**src/verilog/fifo_pkg.sv**
```systemverilog
`default_nettype none

package fifo_pkg;

   // ####################################################################
   // buffer geometry
   // ####################################################################

   localparam int FIFO_DEPTH = 16;               // entries
   localparam int FIFO_AW    = 4;                // log2 of depth

   typedef logic [FIFO_AW-1:0] fifo_addr_t;      // memory address
   typedef logic [FIFO_AW:0]   fifo_ptr_t;       // address plus wrap bit
   typedef logic [FIFO_AW:0]   fifo_count_t;     // occupancy 0..FIFO_DEPTH

   // ####################################################################
   // status thresholds
   // ####################################################################

   // almost_full is high from this occupancy upward
   localparam int ALMOST_FULL_LEVEL = 14;

endpackage

`default_nettype wire

```
**src/verilog/link_pkg.sv**
```systemverilog
`default_nettype none

package link_pkg;

   // ####################################################################
   // packet format
   // ####################################################################

   localparam int PACKET_W = 104;                // one mesh packet

   typedef logic [PACKET_W-1:0] packet_t;        // in/out packet and fifo word

   // ####################################################################
   // downstream credit sizing
   // ####################################################################

   localparam int OUT_CREDITS = 4;               // credits held after reset/clear
   localparam int CREDIT_W    = 3;               // holds 0..OUT_CREDITS

   typedef logic [CREDIT_W-1:0] credit_t;        // credit counter

endpackage

`default_nettype wire
```
**src/verilog/packet_link.sv**
```systemverilog
`timescale 1ns/10ps
`default_nettype none

module packet_link
   import link_pkg::*;
(
   input  logic    clk,
   input  logic    nreset,
   input  logic    clear,                        // sync flush and credit reload

   // upstream side
   input  logic    in_valid,                     // one packet per cycle
   input  packet_t in_packet,
   output logic    credit_up,                    // one pulse per freed entry

   // downstream side
   output logic    out_valid,
   output packet_t out_packet,
   input  logic    credit_down,                  // one pulse per returned credit

   // status
   output logic    almost_full,
   output logic    overflow                      // sticky until clear/reset
);

   // ####################################################################
   // internal wiring
   // ####################################################################

   logic fifo_empty;                             // fifo to sender
   logic pop;                                    // sender to fifo read

   assign credit_up = pop;                       // entry freed on pop

   // ####################################################################
   // packet buffer
   // ####################################################################

   fifo_sync #(
      .DW  (PACKET_W),
      .REG (1)                                   // registered read only
   ) u_fifo (
      .clk         (clk),
      .nreset      (nreset),
      .clear       (clear),
      .wr_en       (in_valid),
      .wr_data     (in_packet),
      .rd_en       (pop),
      .rd_data     (out_packet),
      .rd_valid    (out_valid),                  // one cycle after pop
      .empty       (fifo_empty),
      .full        (),
      .almost_full (almost_full),
      .overflow    (overflow),
      .count       ()
   );

   // ####################################################################
   // downstream flow control
   // ####################################################################

   credit_sender u_sender (
      .clk         (clk),
      .nreset      (nreset),
      .clear       (clear),
      .empty       (fifo_empty),
      .credit_down (credit_down),
      .pop         (pop),
      .credits     ()
   );

endmodule

`default_nettype wire

```
**src/verilog/credit_sender.sv**
```systemverilog
`timescale 1ns/10ps
`default_nettype none

module credit_sender
   import link_pkg::*;
(
   input  logic    clk,
   input  logic    nreset,
   input  logic    clear,                        // sync reload
   input  logic    empty,                        // fifo empty flag
   input  logic    credit_down,                  // one credit back from receiver
   output logic    pop,                          // fifo read, also credit_up
   output credit_t credits                       // downstream credits held
);

   localparam credit_t CREDITS_INIT = credit_t'(OUT_CREDITS);

   logic have_credit;                            // at least one credit
   logic take;                                   // credit spent this cycle
   logic give;                                   // credit returned this cycle

   // ####################################################################
   // send decision
   // ####################################################################

   assign have_credit = (credits != '0);

   // no pop and no credit_up while clear flushes the buffer
   assign pop = ~empty & have_credit & ~clear;

   assign take = pop;
   assign give = credit_down;

   // ####################################################################
   // credit counter
   // ####################################################################

   always_ff @(posedge clk or negedge nreset)
   begin
      if (!nreset)
      begin
         credits <= CREDITS_INIT;                // full window after reset
      end
      else if (clear)
      begin
         credits <= CREDITS_INIT;                // restore window
      end
      else
      begin
         case ({take, give})
            2'b10:
            begin
               credits <= credits - 1'b1;        // packet sent
            end
            2'b01:
            begin
               credits <= credits + 1'b1;        // receiver freed a slot
            end
            default:
            begin
               credits <= credits;               // spend and return cancel
            end
         endcase
      end
   end

endmodule

`default_nettype wire

```
**src/verilog/fifo_sync.sv**
```systemverilog
`timescale 1ns/10ps
`default_nettype none

module fifo_sync
   import fifo_pkg::*;
#(
   parameter int DW  = 104,                      // word width
   parameter int REG = 1                         // registered memory output
)
(
   input  logic          clk,
   input  logic          nreset,
   input  logic          clear,                  // sync flush
   input  logic          wr_en,                  // push request
   input  logic [DW-1:0] wr_data,
   input  logic          rd_en,                  // pop request
   output logic [DW-1:0] rd_data,
   output logic          rd_valid,               // rd_data qualifier
   output logic          empty,
   output logic          full,
   output logic          almost_full,
   output logic          overflow,               // sticky on write at full
   output fifo_count_t   count                   // occupancy
);

   fifo_ptr_t  wr_ptr;                           // write pointer with wrap bit
   fifo_ptr_t  rd_ptr;                           // read pointer with wrap bit
   fifo_addr_t wr_addr;
   fifo_addr_t rd_addr;
   logic       ptr_match;                        // same slot
   logic       ptr_empty;                        // empty from pointers alone
   logic       fifo_write;                       // accepted write
   logic       fifo_read;                        // accepted read

   // ####################################################################
   // pointer compare and flags
   // ####################################################################

   assign wr_addr   = wr_ptr[FIFO_AW-1:0];
   assign rd_addr   = rd_ptr[FIFO_AW-1:0];
   assign ptr_match = (wr_addr == rd_addr);
   assign full      = ptr_match & (wr_ptr[FIFO_AW] != rd_ptr[FIFO_AW]); // wrapped once
   assign ptr_empty = ptr_match & (wr_ptr[FIFO_AW] == rd_ptr[FIFO_AW]);

   assign fifo_write = wr_en & ~full;            // drop writes at full
   assign fifo_read  = rd_en & ~ptr_empty;       // ignore reads at empty

   assign almost_full = (count >= fifo_count_t'(ALMOST_FULL_LEVEL));

   // pointers and occupancy
   always_ff @(posedge clk or negedge nreset)
   begin
      if (!nreset)
      begin
         wr_ptr <= '0;
         rd_ptr <= '0;
         count  <= '0;
      end
      else if (clear)
      begin
         wr_ptr <= '0;                           // flush contents
         rd_ptr <= '0;
         count  <= '0;
      end
      else
      begin
         if (fifo_write)
            wr_ptr <= wr_ptr + 1'b1;
         if (fifo_read)
            rd_ptr <= rd_ptr + 1'b1;
         case ({fifo_write, fifo_read})
            2'b10:   count <= count + 1'b1;
            2'b01:   count <= count - 1'b1;
            default: count <= count;             // both or neither
         endcase
      end
   end

   // sticky overflow when the sender breaks the credit contract
   always_ff @(posedge clk or negedge nreset)
   begin
      if (!nreset)
         overflow <= 1'b0;
      else if (clear)
         overflow <= 1'b0;
      else if (wr_en & full)
         overflow <= 1'b1;
   end

   // ####################################################################
   // empty delayed on its falling side to cover the output register
   // ####################################################################

   generate
      if (REG != 0)
      begin : g_empty_reg
         logic empty_q;

         always_ff @(posedge clk or negedge nreset)
         begin
            if (!nreset)
               empty_q <= 1'b1;
            else if (clear)
               empty_q <= 1'b1;
            else
               empty_q <= ptr_empty;
         end

         assign empty = empty_q | ptr_empty;     // rises at once and falls late
      end
      else
      begin : g_empty_comb
         assign empty = ptr_empty;
      end
   endgenerate

   mem_dual_port #(
      .DW    (DW),
      .DEPTH (FIFO_DEPTH),
      .REG   (REG)
   ) u_mem (
      .clk      (clk),
      .nreset   (nreset),
      .wr_en    (fifo_write),
      .wr_addr  (wr_addr),
      .wr_data  (wr_data),
      .rd_en    (fifo_read),
      .rd_addr  (rd_addr),
      .discard  (clear),                         // clear kills read in flight
      .rd_data  (rd_data),
      .rd_valid (rd_valid)
   );

endmodule

`default_nettype wire

```
**src/verilog/mem_dual_port.sv**
```systemverilog
`timescale 1ns/10ps
`default_nettype none

module mem_dual_port
   import fifo_pkg::*;
#(
   parameter int DW    = 104,                    // word width
   parameter int DEPTH = 16,                     // number of words
   parameter int REG   = 1                       // registered read port
)
(
   input  logic          clk,
   input  logic          nreset,
   input  logic          wr_en,                  // write whole word
   input  fifo_addr_t    wr_addr,
   input  logic [DW-1:0] wr_data,
   input  logic          rd_en,                  // read strobe
   input  fifo_addr_t    rd_addr,
   input  logic          discard,                // drop read in flight
   output logic [DW-1:0] rd_data,
   output logic          rd_valid                // rd_data qualifier
);

   logic [DW-1:0] ram [DEPTH];                   // storage array

   always_ff @(posedge clk)
   begin
      if (wr_en)
         ram[wr_addr] <= wr_data;                // full word write
   end

   generate
      if (REG != 0)
      begin : g_rd_reg
         always_ff @(posedge clk)
         begin
            if (rd_en)
               rd_data <= ram[rd_addr];          // payload register
         end

         always_ff @(posedge clk or negedge nreset)
         begin
            if (!nreset)
               rd_valid <= 1'b0;
            else
               rd_valid <= rd_en & ~discard;     // one cycle after read
         end
      end
      else
      begin : g_rd_comb
         assign rd_data  = ram[rd_addr];         // same-cycle read
         assign rd_valid = rd_en & ~discard;
      end
   endgenerate

endmodule

`default_nettype wire

```
**config.mk**
```make
export PLATFORM = sky130hd
export DESIGN_NAME = packet_link
export DESIGN_NICKNAME = d
export VERILOG_FILES = /design/src/verilog/fifo_pkg.sv /design/src/verilog/link_pkg.sv /design/src/verilog/packet_link.sv /design/src/verilog/credit_sender.sv /design/src/verilog/fifo_sync.sv /design/src/verilog/mem_dual_port.sv
export SDC_FILE = /design/constraint.sdc
export NUM_CORES = 2
export LEC_CHECK = 0
export ABC_AREA = 1
export ABC_CLOCK_PERIOD_IN_PS = 7400
export BUFFER_PORTS_ARGS = -buffer_cell sky130_fd_sc_hd__buf_2
export CAP_MARGIN = 20
export CORE_ASPECT_RATIO = 1.1
export CORE_MARGIN = 5
export CORE_UTILIZATION = 60
export DETAILED_ROUTE_END_ITERATION = 8
export GPL_ROUTABILITY_DRIVEN = 0
export PLACE_DENSITY = 0.77
export SETUP_SLACK_MARGIN = 0.15
export SLEW_MARGIN = 40
export SYNTH_ARGS = -nofsm -noshare
export SYNTH_HDL_FRONTEND = slang
export SYNTH_HIERARCHICAL = 1
export SYNTH_SLANG_ARGS = --single-unit
```
**constraint.sdc**
```tcl
create_clock -name clk -period 7.4 [get_ports clk]
set_input_delay 1.11 -clock clk [delete_from_list [all_inputs] [get_ports clk]]
set_output_delay 1.11 -clock clk [all_outputs]
set_load 0.02 [all_outputs]
```
After elaboration in Yosys (flattened, before gate mapping)
Memory sizes are Yosys's and may differ from the RTL's. A register that Yosys moved wholly into a read port is not among the register bits.
Cells that the tools add are included.

cells by class
  $add $sub $neg = 6
  $lt $le $gt $ge = 1
  equality and inequality tests = 7
  muxes and demuxes = 13
  bitwise gates (word level) = 13
  reduce and logical (&&, ||, !) cells = 6

operators with widths
  kind                 count
  $mux 5               5
  $add 5x1->5 const B  3
  $pmux 5 s2           1
  $reduce_bool 3->1    3
  $and 1x1->1          8
  $pmux 3 s2           1
  $reduce_bool 2->1    3
  $ge 5x4->1 const B   1
  $mux 1               5
  $sub 5x1->5 const B  1
  $eq 2x1->1 const B   2
  $eq 2x2->1 const B   2
  $eq 4x4->1           1
  $not 1->1            4
  $add 3x1->3 const B  1
  $mux 3               1
  $sub 3x1->3 const B  1
  $eq 1x1->1           1
  $ne 1x1->1           1
  $or 1x1->1           1

storage, ports and cells
  register bits after elaboration = 21
  bits in writable memories = 1664
  bits of input ports = 109
  memories kept = 1

memories
  memory            words  width  rd ports  clocked after memory_dff  write ports  line                 text
  u_fifo.u_mem.ram  16     104    1         1                         1            mem_dual_port.sv:24  logic [DW-1:0] ram [DEPTH];

Longest topological paths before layout
  depth in word-level cells = 10
  gate-level depth with buffers = 21

By module
The synthesis kept the hierarchy.

by module, submodules not included
  module         times used  cells each  area an instance (um^2)  sequential area each (um^2)
  mem_dual_port  1           6827        74227.4                  53115.9
  fifo_sync      1           137         1103.6                   426.7
  credit_sender  1           31          249.0                    76.3

Worst setup path before layout
No wires, ideal clock.

  kind = input -> register
  start point = input in_valid
  end point = memory u_fifo.u_mem.ram[12][0], enable pin
  library setup time = 0.568 ns
  arrival time = 5.777 ns
  path slack = 1.055 ns
  stages = 4
  buffers on the path = 0
  path through = nand2_2 -> inv_1 -> nand3_1 -> nor2_1

between the ends
  cells in the longest elaborated chain, start to end = 3

ends and longest elaborated chain
  element                       line                 text
  from (decl)                   packet_link.sv:12    input logic in_valid,
  $and 1x1->1                   fifo_sync.sv:45      assign fifo_write = wr_en & ~full;
  named net u_fifo.fifo_write   fifo_sync.sv:32      logic fifo_write;
  $mux 1                        mem_dual_port.sv:28  if (wr_en)
  $mux 1 (implied by the code)  mem_dual_port.sv:29  ram[wr_addr] <= wr_data;
  to (decl)                     mem_dual_port.sv:24

The timed path passes the listed nets, and every way through them passes these cells.

Final worst setup path
  start point = register u_fifo.rd_ptr[0]
  end point = memory u_fifo.u_mem.ram[6][70], enable pin

between the ends
  cells in the longest elaborated chain, start to end = 6

ends and longest elaborated chain
  element                       line                 text
  from (decl)                   fifo_sync.sv:27      fifo_ptr_t rd_ptr;
  from (signal assigned)        fifo_sync.sv:70      rd_ptr <= rd_ptr + 1'b1;
  $eq 4x4->1                    fifo_sync.sv:41      assign ptr_match = (wr_addr == rd_addr);
  $and 1x1->1                   fifo_sync.sv:42      assign full = ptr_match & (wr_ptr[FIFO_AW] != rd_ptr[FIFO_AW]);
  $not 1->1                     fifo_sync.sv:45
  $and 1x1->1                   fifo_sync.sv:45
  named net u_fifo.fifo_write   fifo_sync.sv:32
  $mux 1                        mem_dual_port.sv:28
  $mux 1 (implied by the code)  mem_dual_port.sv:29

The timed path passes the listed nets, and every way through them passes these cells.

==> metrics.csv <==
stage,metric,value,unit
outcome,status,"finished, final reports clean",
run,max_cap_violations,0,
drt,first_pass_iters,8,
final_layout,seqCellArea,53600,um2
floorplan,fp-row-count,136,
floorplan,die_h,382,um
timing,finalSetupTns,0,ns
global_route,grtUsageTotal,26.5,%
timing,hold_viol,0,
global_route,grt_pass1_wl,273000,um
setup_path,r2r_slack,3.38,ns
cts,cts_tree,done,
synthesis,ys_warn_count,6,
place,port_buffers,216,
drt,ant_nets,0,
timing,grt_setup_unrepaired,false,
setup_path,crit_required,7.81,ns
final_layout,fillers,8705,
synthesis,syn_inst,6995,
timing,hold_ws,0.276,ns
pwr,p_leak,35.1,nW
synthesis,syn_avg_cell_area,10.8,um2
timing,fmax,249,MHz
timing,fin_crit,4.02,ns
floorplan,start_util,60.4,%
cts,post_cts.repair.setup_buffers,0,
pwr,switching_power,4.31,mW
pwr,fin_total_pwr,20.6,mW
setup_path,end_kind,register,
floorplan,design.die.area,133000,um2
cts,cts.clk_slew.worst_paths,0.06,ns
timing,finalSetupViolations,0,
timing,slew_headroom,38.5,%
final_layout,layout-drive-gt1-share,7.90,%
cts,clockBufferDepth,3,
pwr,power.density,246,nW/um2
final_layout,post-route-util,66.8,%
setup_path,reg2reg_to,u_fifo/u_mem/ram[6][70]$_DFFE_PP_,
drt,post-route-drc-count,0,
timing,clock_skew,0.0232,ns
drt,vias_per_cell,5.58,
pwr,power_frac_seq,55.0,%
cts,clock-root-buffer,clkbuf_16,
place,place_area,78000,um2
timing,final.period_utilization,54.3,%
floorplan,ios,217,
drt,drt_iter0_drc,5473,
pwr,combPwrFrac,4.4,%
drt,wl_per_cell,20.2,um
drt,vias,49700,
final_layout,multi_input_area,15400,um2
synthesis,synth.distinct_cells,39,
final_layout,fin_area,83500,um2
cts,insertion_delay,0.80,ns
global_route,grt_pass1_vias,48600,
pwr,internal_power,16.3,mW
place,dpl.hpwl,88200,um
cts,cts_buffers,171,
setup_path,worstPathMaxFanout,55,
cts,hold_buffers,0,
final_layout,areaGrowthSynthToFinish,10.5,%
drt,wirelength,180000,um
floorplan,die-width,348,um
cts,cts_resized,0,
timing,slew_violations,0,
setup_path,path_class,register to register,
timing,worst_pin_slew,0.922,ns
global_route,grt_overflow,0,
setup_path,cp-start-kind,register,
setup_path,reg2reg_from,u_fifo/rd_ptr[0]$_DFFE_PN0P_,
pwr,ir_worst_vdd,0.000238,V
synthesis,synth-seq-area-share,70.9,%
setup_path,cp.arrival,4.43,ns
final_layout,num-nets-final,7225,
pwr,p_sw_share,20.9,%
synthesis,ys_ff_latch,1789,
pwr,pwr-share-clk,40.6,%
cts,cts_max_level,4,
floorplan,core-area,125000,um2
hold_path,holdCritPathClass,input pin to asynchronous set/reset pin,
synthesis,synth_nets,7111,
synthesis,synth_area,75600,um2
setup_path,reg2reg_depth,10,
cts,clock-sinks,1789,
global_route,antenna_found_initial,28,
global_route,grt_max_degree,199,
## through the flow
stage | setup slack [ns] | cells
floorplan | 1.05 | 6995
global placement | 3.20 | 8576
detailed placement | 3.30 | 8587
CTS | 3.29 | 8893
global route | 3.21 | 8903
finish | 3.38 | 8913
## layout by cell type, fill, tap and decap left out, types with 18 or more instances in the layout
cell	count
buf_12	20
buf_2	216
buf_4	20
clkbuf_1	37
clkbuf_16	176
clkinv_1	38
clkinv_2	34
edfxtp_1	1768
inv_1	1277
nand2_1	2225
nand3_1	1260
nor2_1	18
## logic make-up after synthesis
family | synth area share, %
XOR/XNOR | 0.0464
adder cells (fa/ha/maj) | 0.136
AO/OA/AOI/OAI | 0.144
AND/OR/NAND/NOR | 19.9
flip-flops | 70.9
buffers and inverters | 8.86
## sequential cells by signal (all words and copies together), names as in the netlist, 3 cells and up
name and cells:
u_fifo/count 5, u_fifo/u_mem/rd_data 104, u_fifo/u_mem/ram 1664, u_sender/credits 3
u_fifo/wr_ptr 5, u_fifo/rd_ptr 5
## worst max-delay path, cell delays in order (launching register included)
cell and delay, ns:
dfrtp_4 0.84, nand2_1 0.12, nand2_1 0.11, nor2_2 0.06, nand3_2 0.09, nand2_2 0.19
inv_1 0.24, nand3b_1 0.38, nor2_4 0.21, buf_4 0.62, buf_4 0.71
## how the worst max path moves through the flow
| stage | startpoint | slack, ns | end | depth (start not counted) |
|---|---|---|---|---|
| floorplan | in_valid | 1.05 | u_fifo/u_mem/ram[12][0]$_DFFE_PP_ | 4 |
| global route | u_fifo/rd_ptr[0]$_DFFE_PN0P_ | 3.21 | u_fifo/u_mem/ram[6][70]$_DFFE_PP_ | 10 |
| finish | u_fifo/rd_ptr[0]$_DFFE_PN0P_ | 3.38 | u_fifo/u_mem/ram[6][70]$_DFFE_PP_ | 10 |
| CTS | u_fifo/rd_ptr[0]$_DFFE_PN0P_ | 3.29 | u_fifo/u_mem/rd_data[29]$_DFFE_PP_ | 9 |
| global placement | u_fifo/rd_ptr[0]$_DFFE_PN0P_ | 3.20 | u_fifo/u_mem/rd_data[26]$_DFFE_PP_ | 8 |
| detailed placement | u_fifo/rd_ptr[0]$_DFFE_PN0P_ | 3.30 | u_fifo/u_mem/rd_data[29]$_DFFE_PP_ | 9 |
## area by class of cell
cell class	instances	area share [%]
Antenna cell	15	0.0449
Clock buffer	213	5.44
Clock inverter	93	0.930
Inverter	1286	5.82
Multi-Input combinational cell	3574	18.4
Sequential cell	1789	64.2
Tap cell	1656	2.48
Timing Repair Buffer	287	2.66
## cells in the mapped netlist, drive strengths merged
cell type  number  area share [%]
dfrtp          19            0.63
xnor2           2           0.023
a211oi          2           0.020
xor2            2           0.023
nor2           38            0.21
a31oi           1          0.0083
a21oi           5           0.038
nand2        2234              11
nand3        1265             8.4
dfstp           2           0.070
buf           282             2.2
nand3b          2           0.020
fa              2           0.053
nand4           3           0.025
inv          1285             6.4
o21bai          1          0.0099
clkinv          1          0.0050
clkbuf         64            0.32
o21ai           8           0.068
ha              5           0.083
nor3            4           0.033
edfxtp       1768              70
## power groups by stage
stage	combinational [mW]	clock (mW)	sequential, mW
global route	0.995	8.92	11.3
global placement	0.840	0	11.5
floorplan	0.528	0	11.6
CTS	0.889	8.47	11.3
finish	0.896	8.36	11.3
detailed placement	0.882	0	11.5
## layer usage
layer | routed length, um | track usage [%]
met1 | 70000 | 35.9
met2 | 87800 | 43.7
met3 | 17000 | 5.12
met4 | 4940 | 8.98
met5 | 89 | 0
Power figures use the tool's default switching activity.
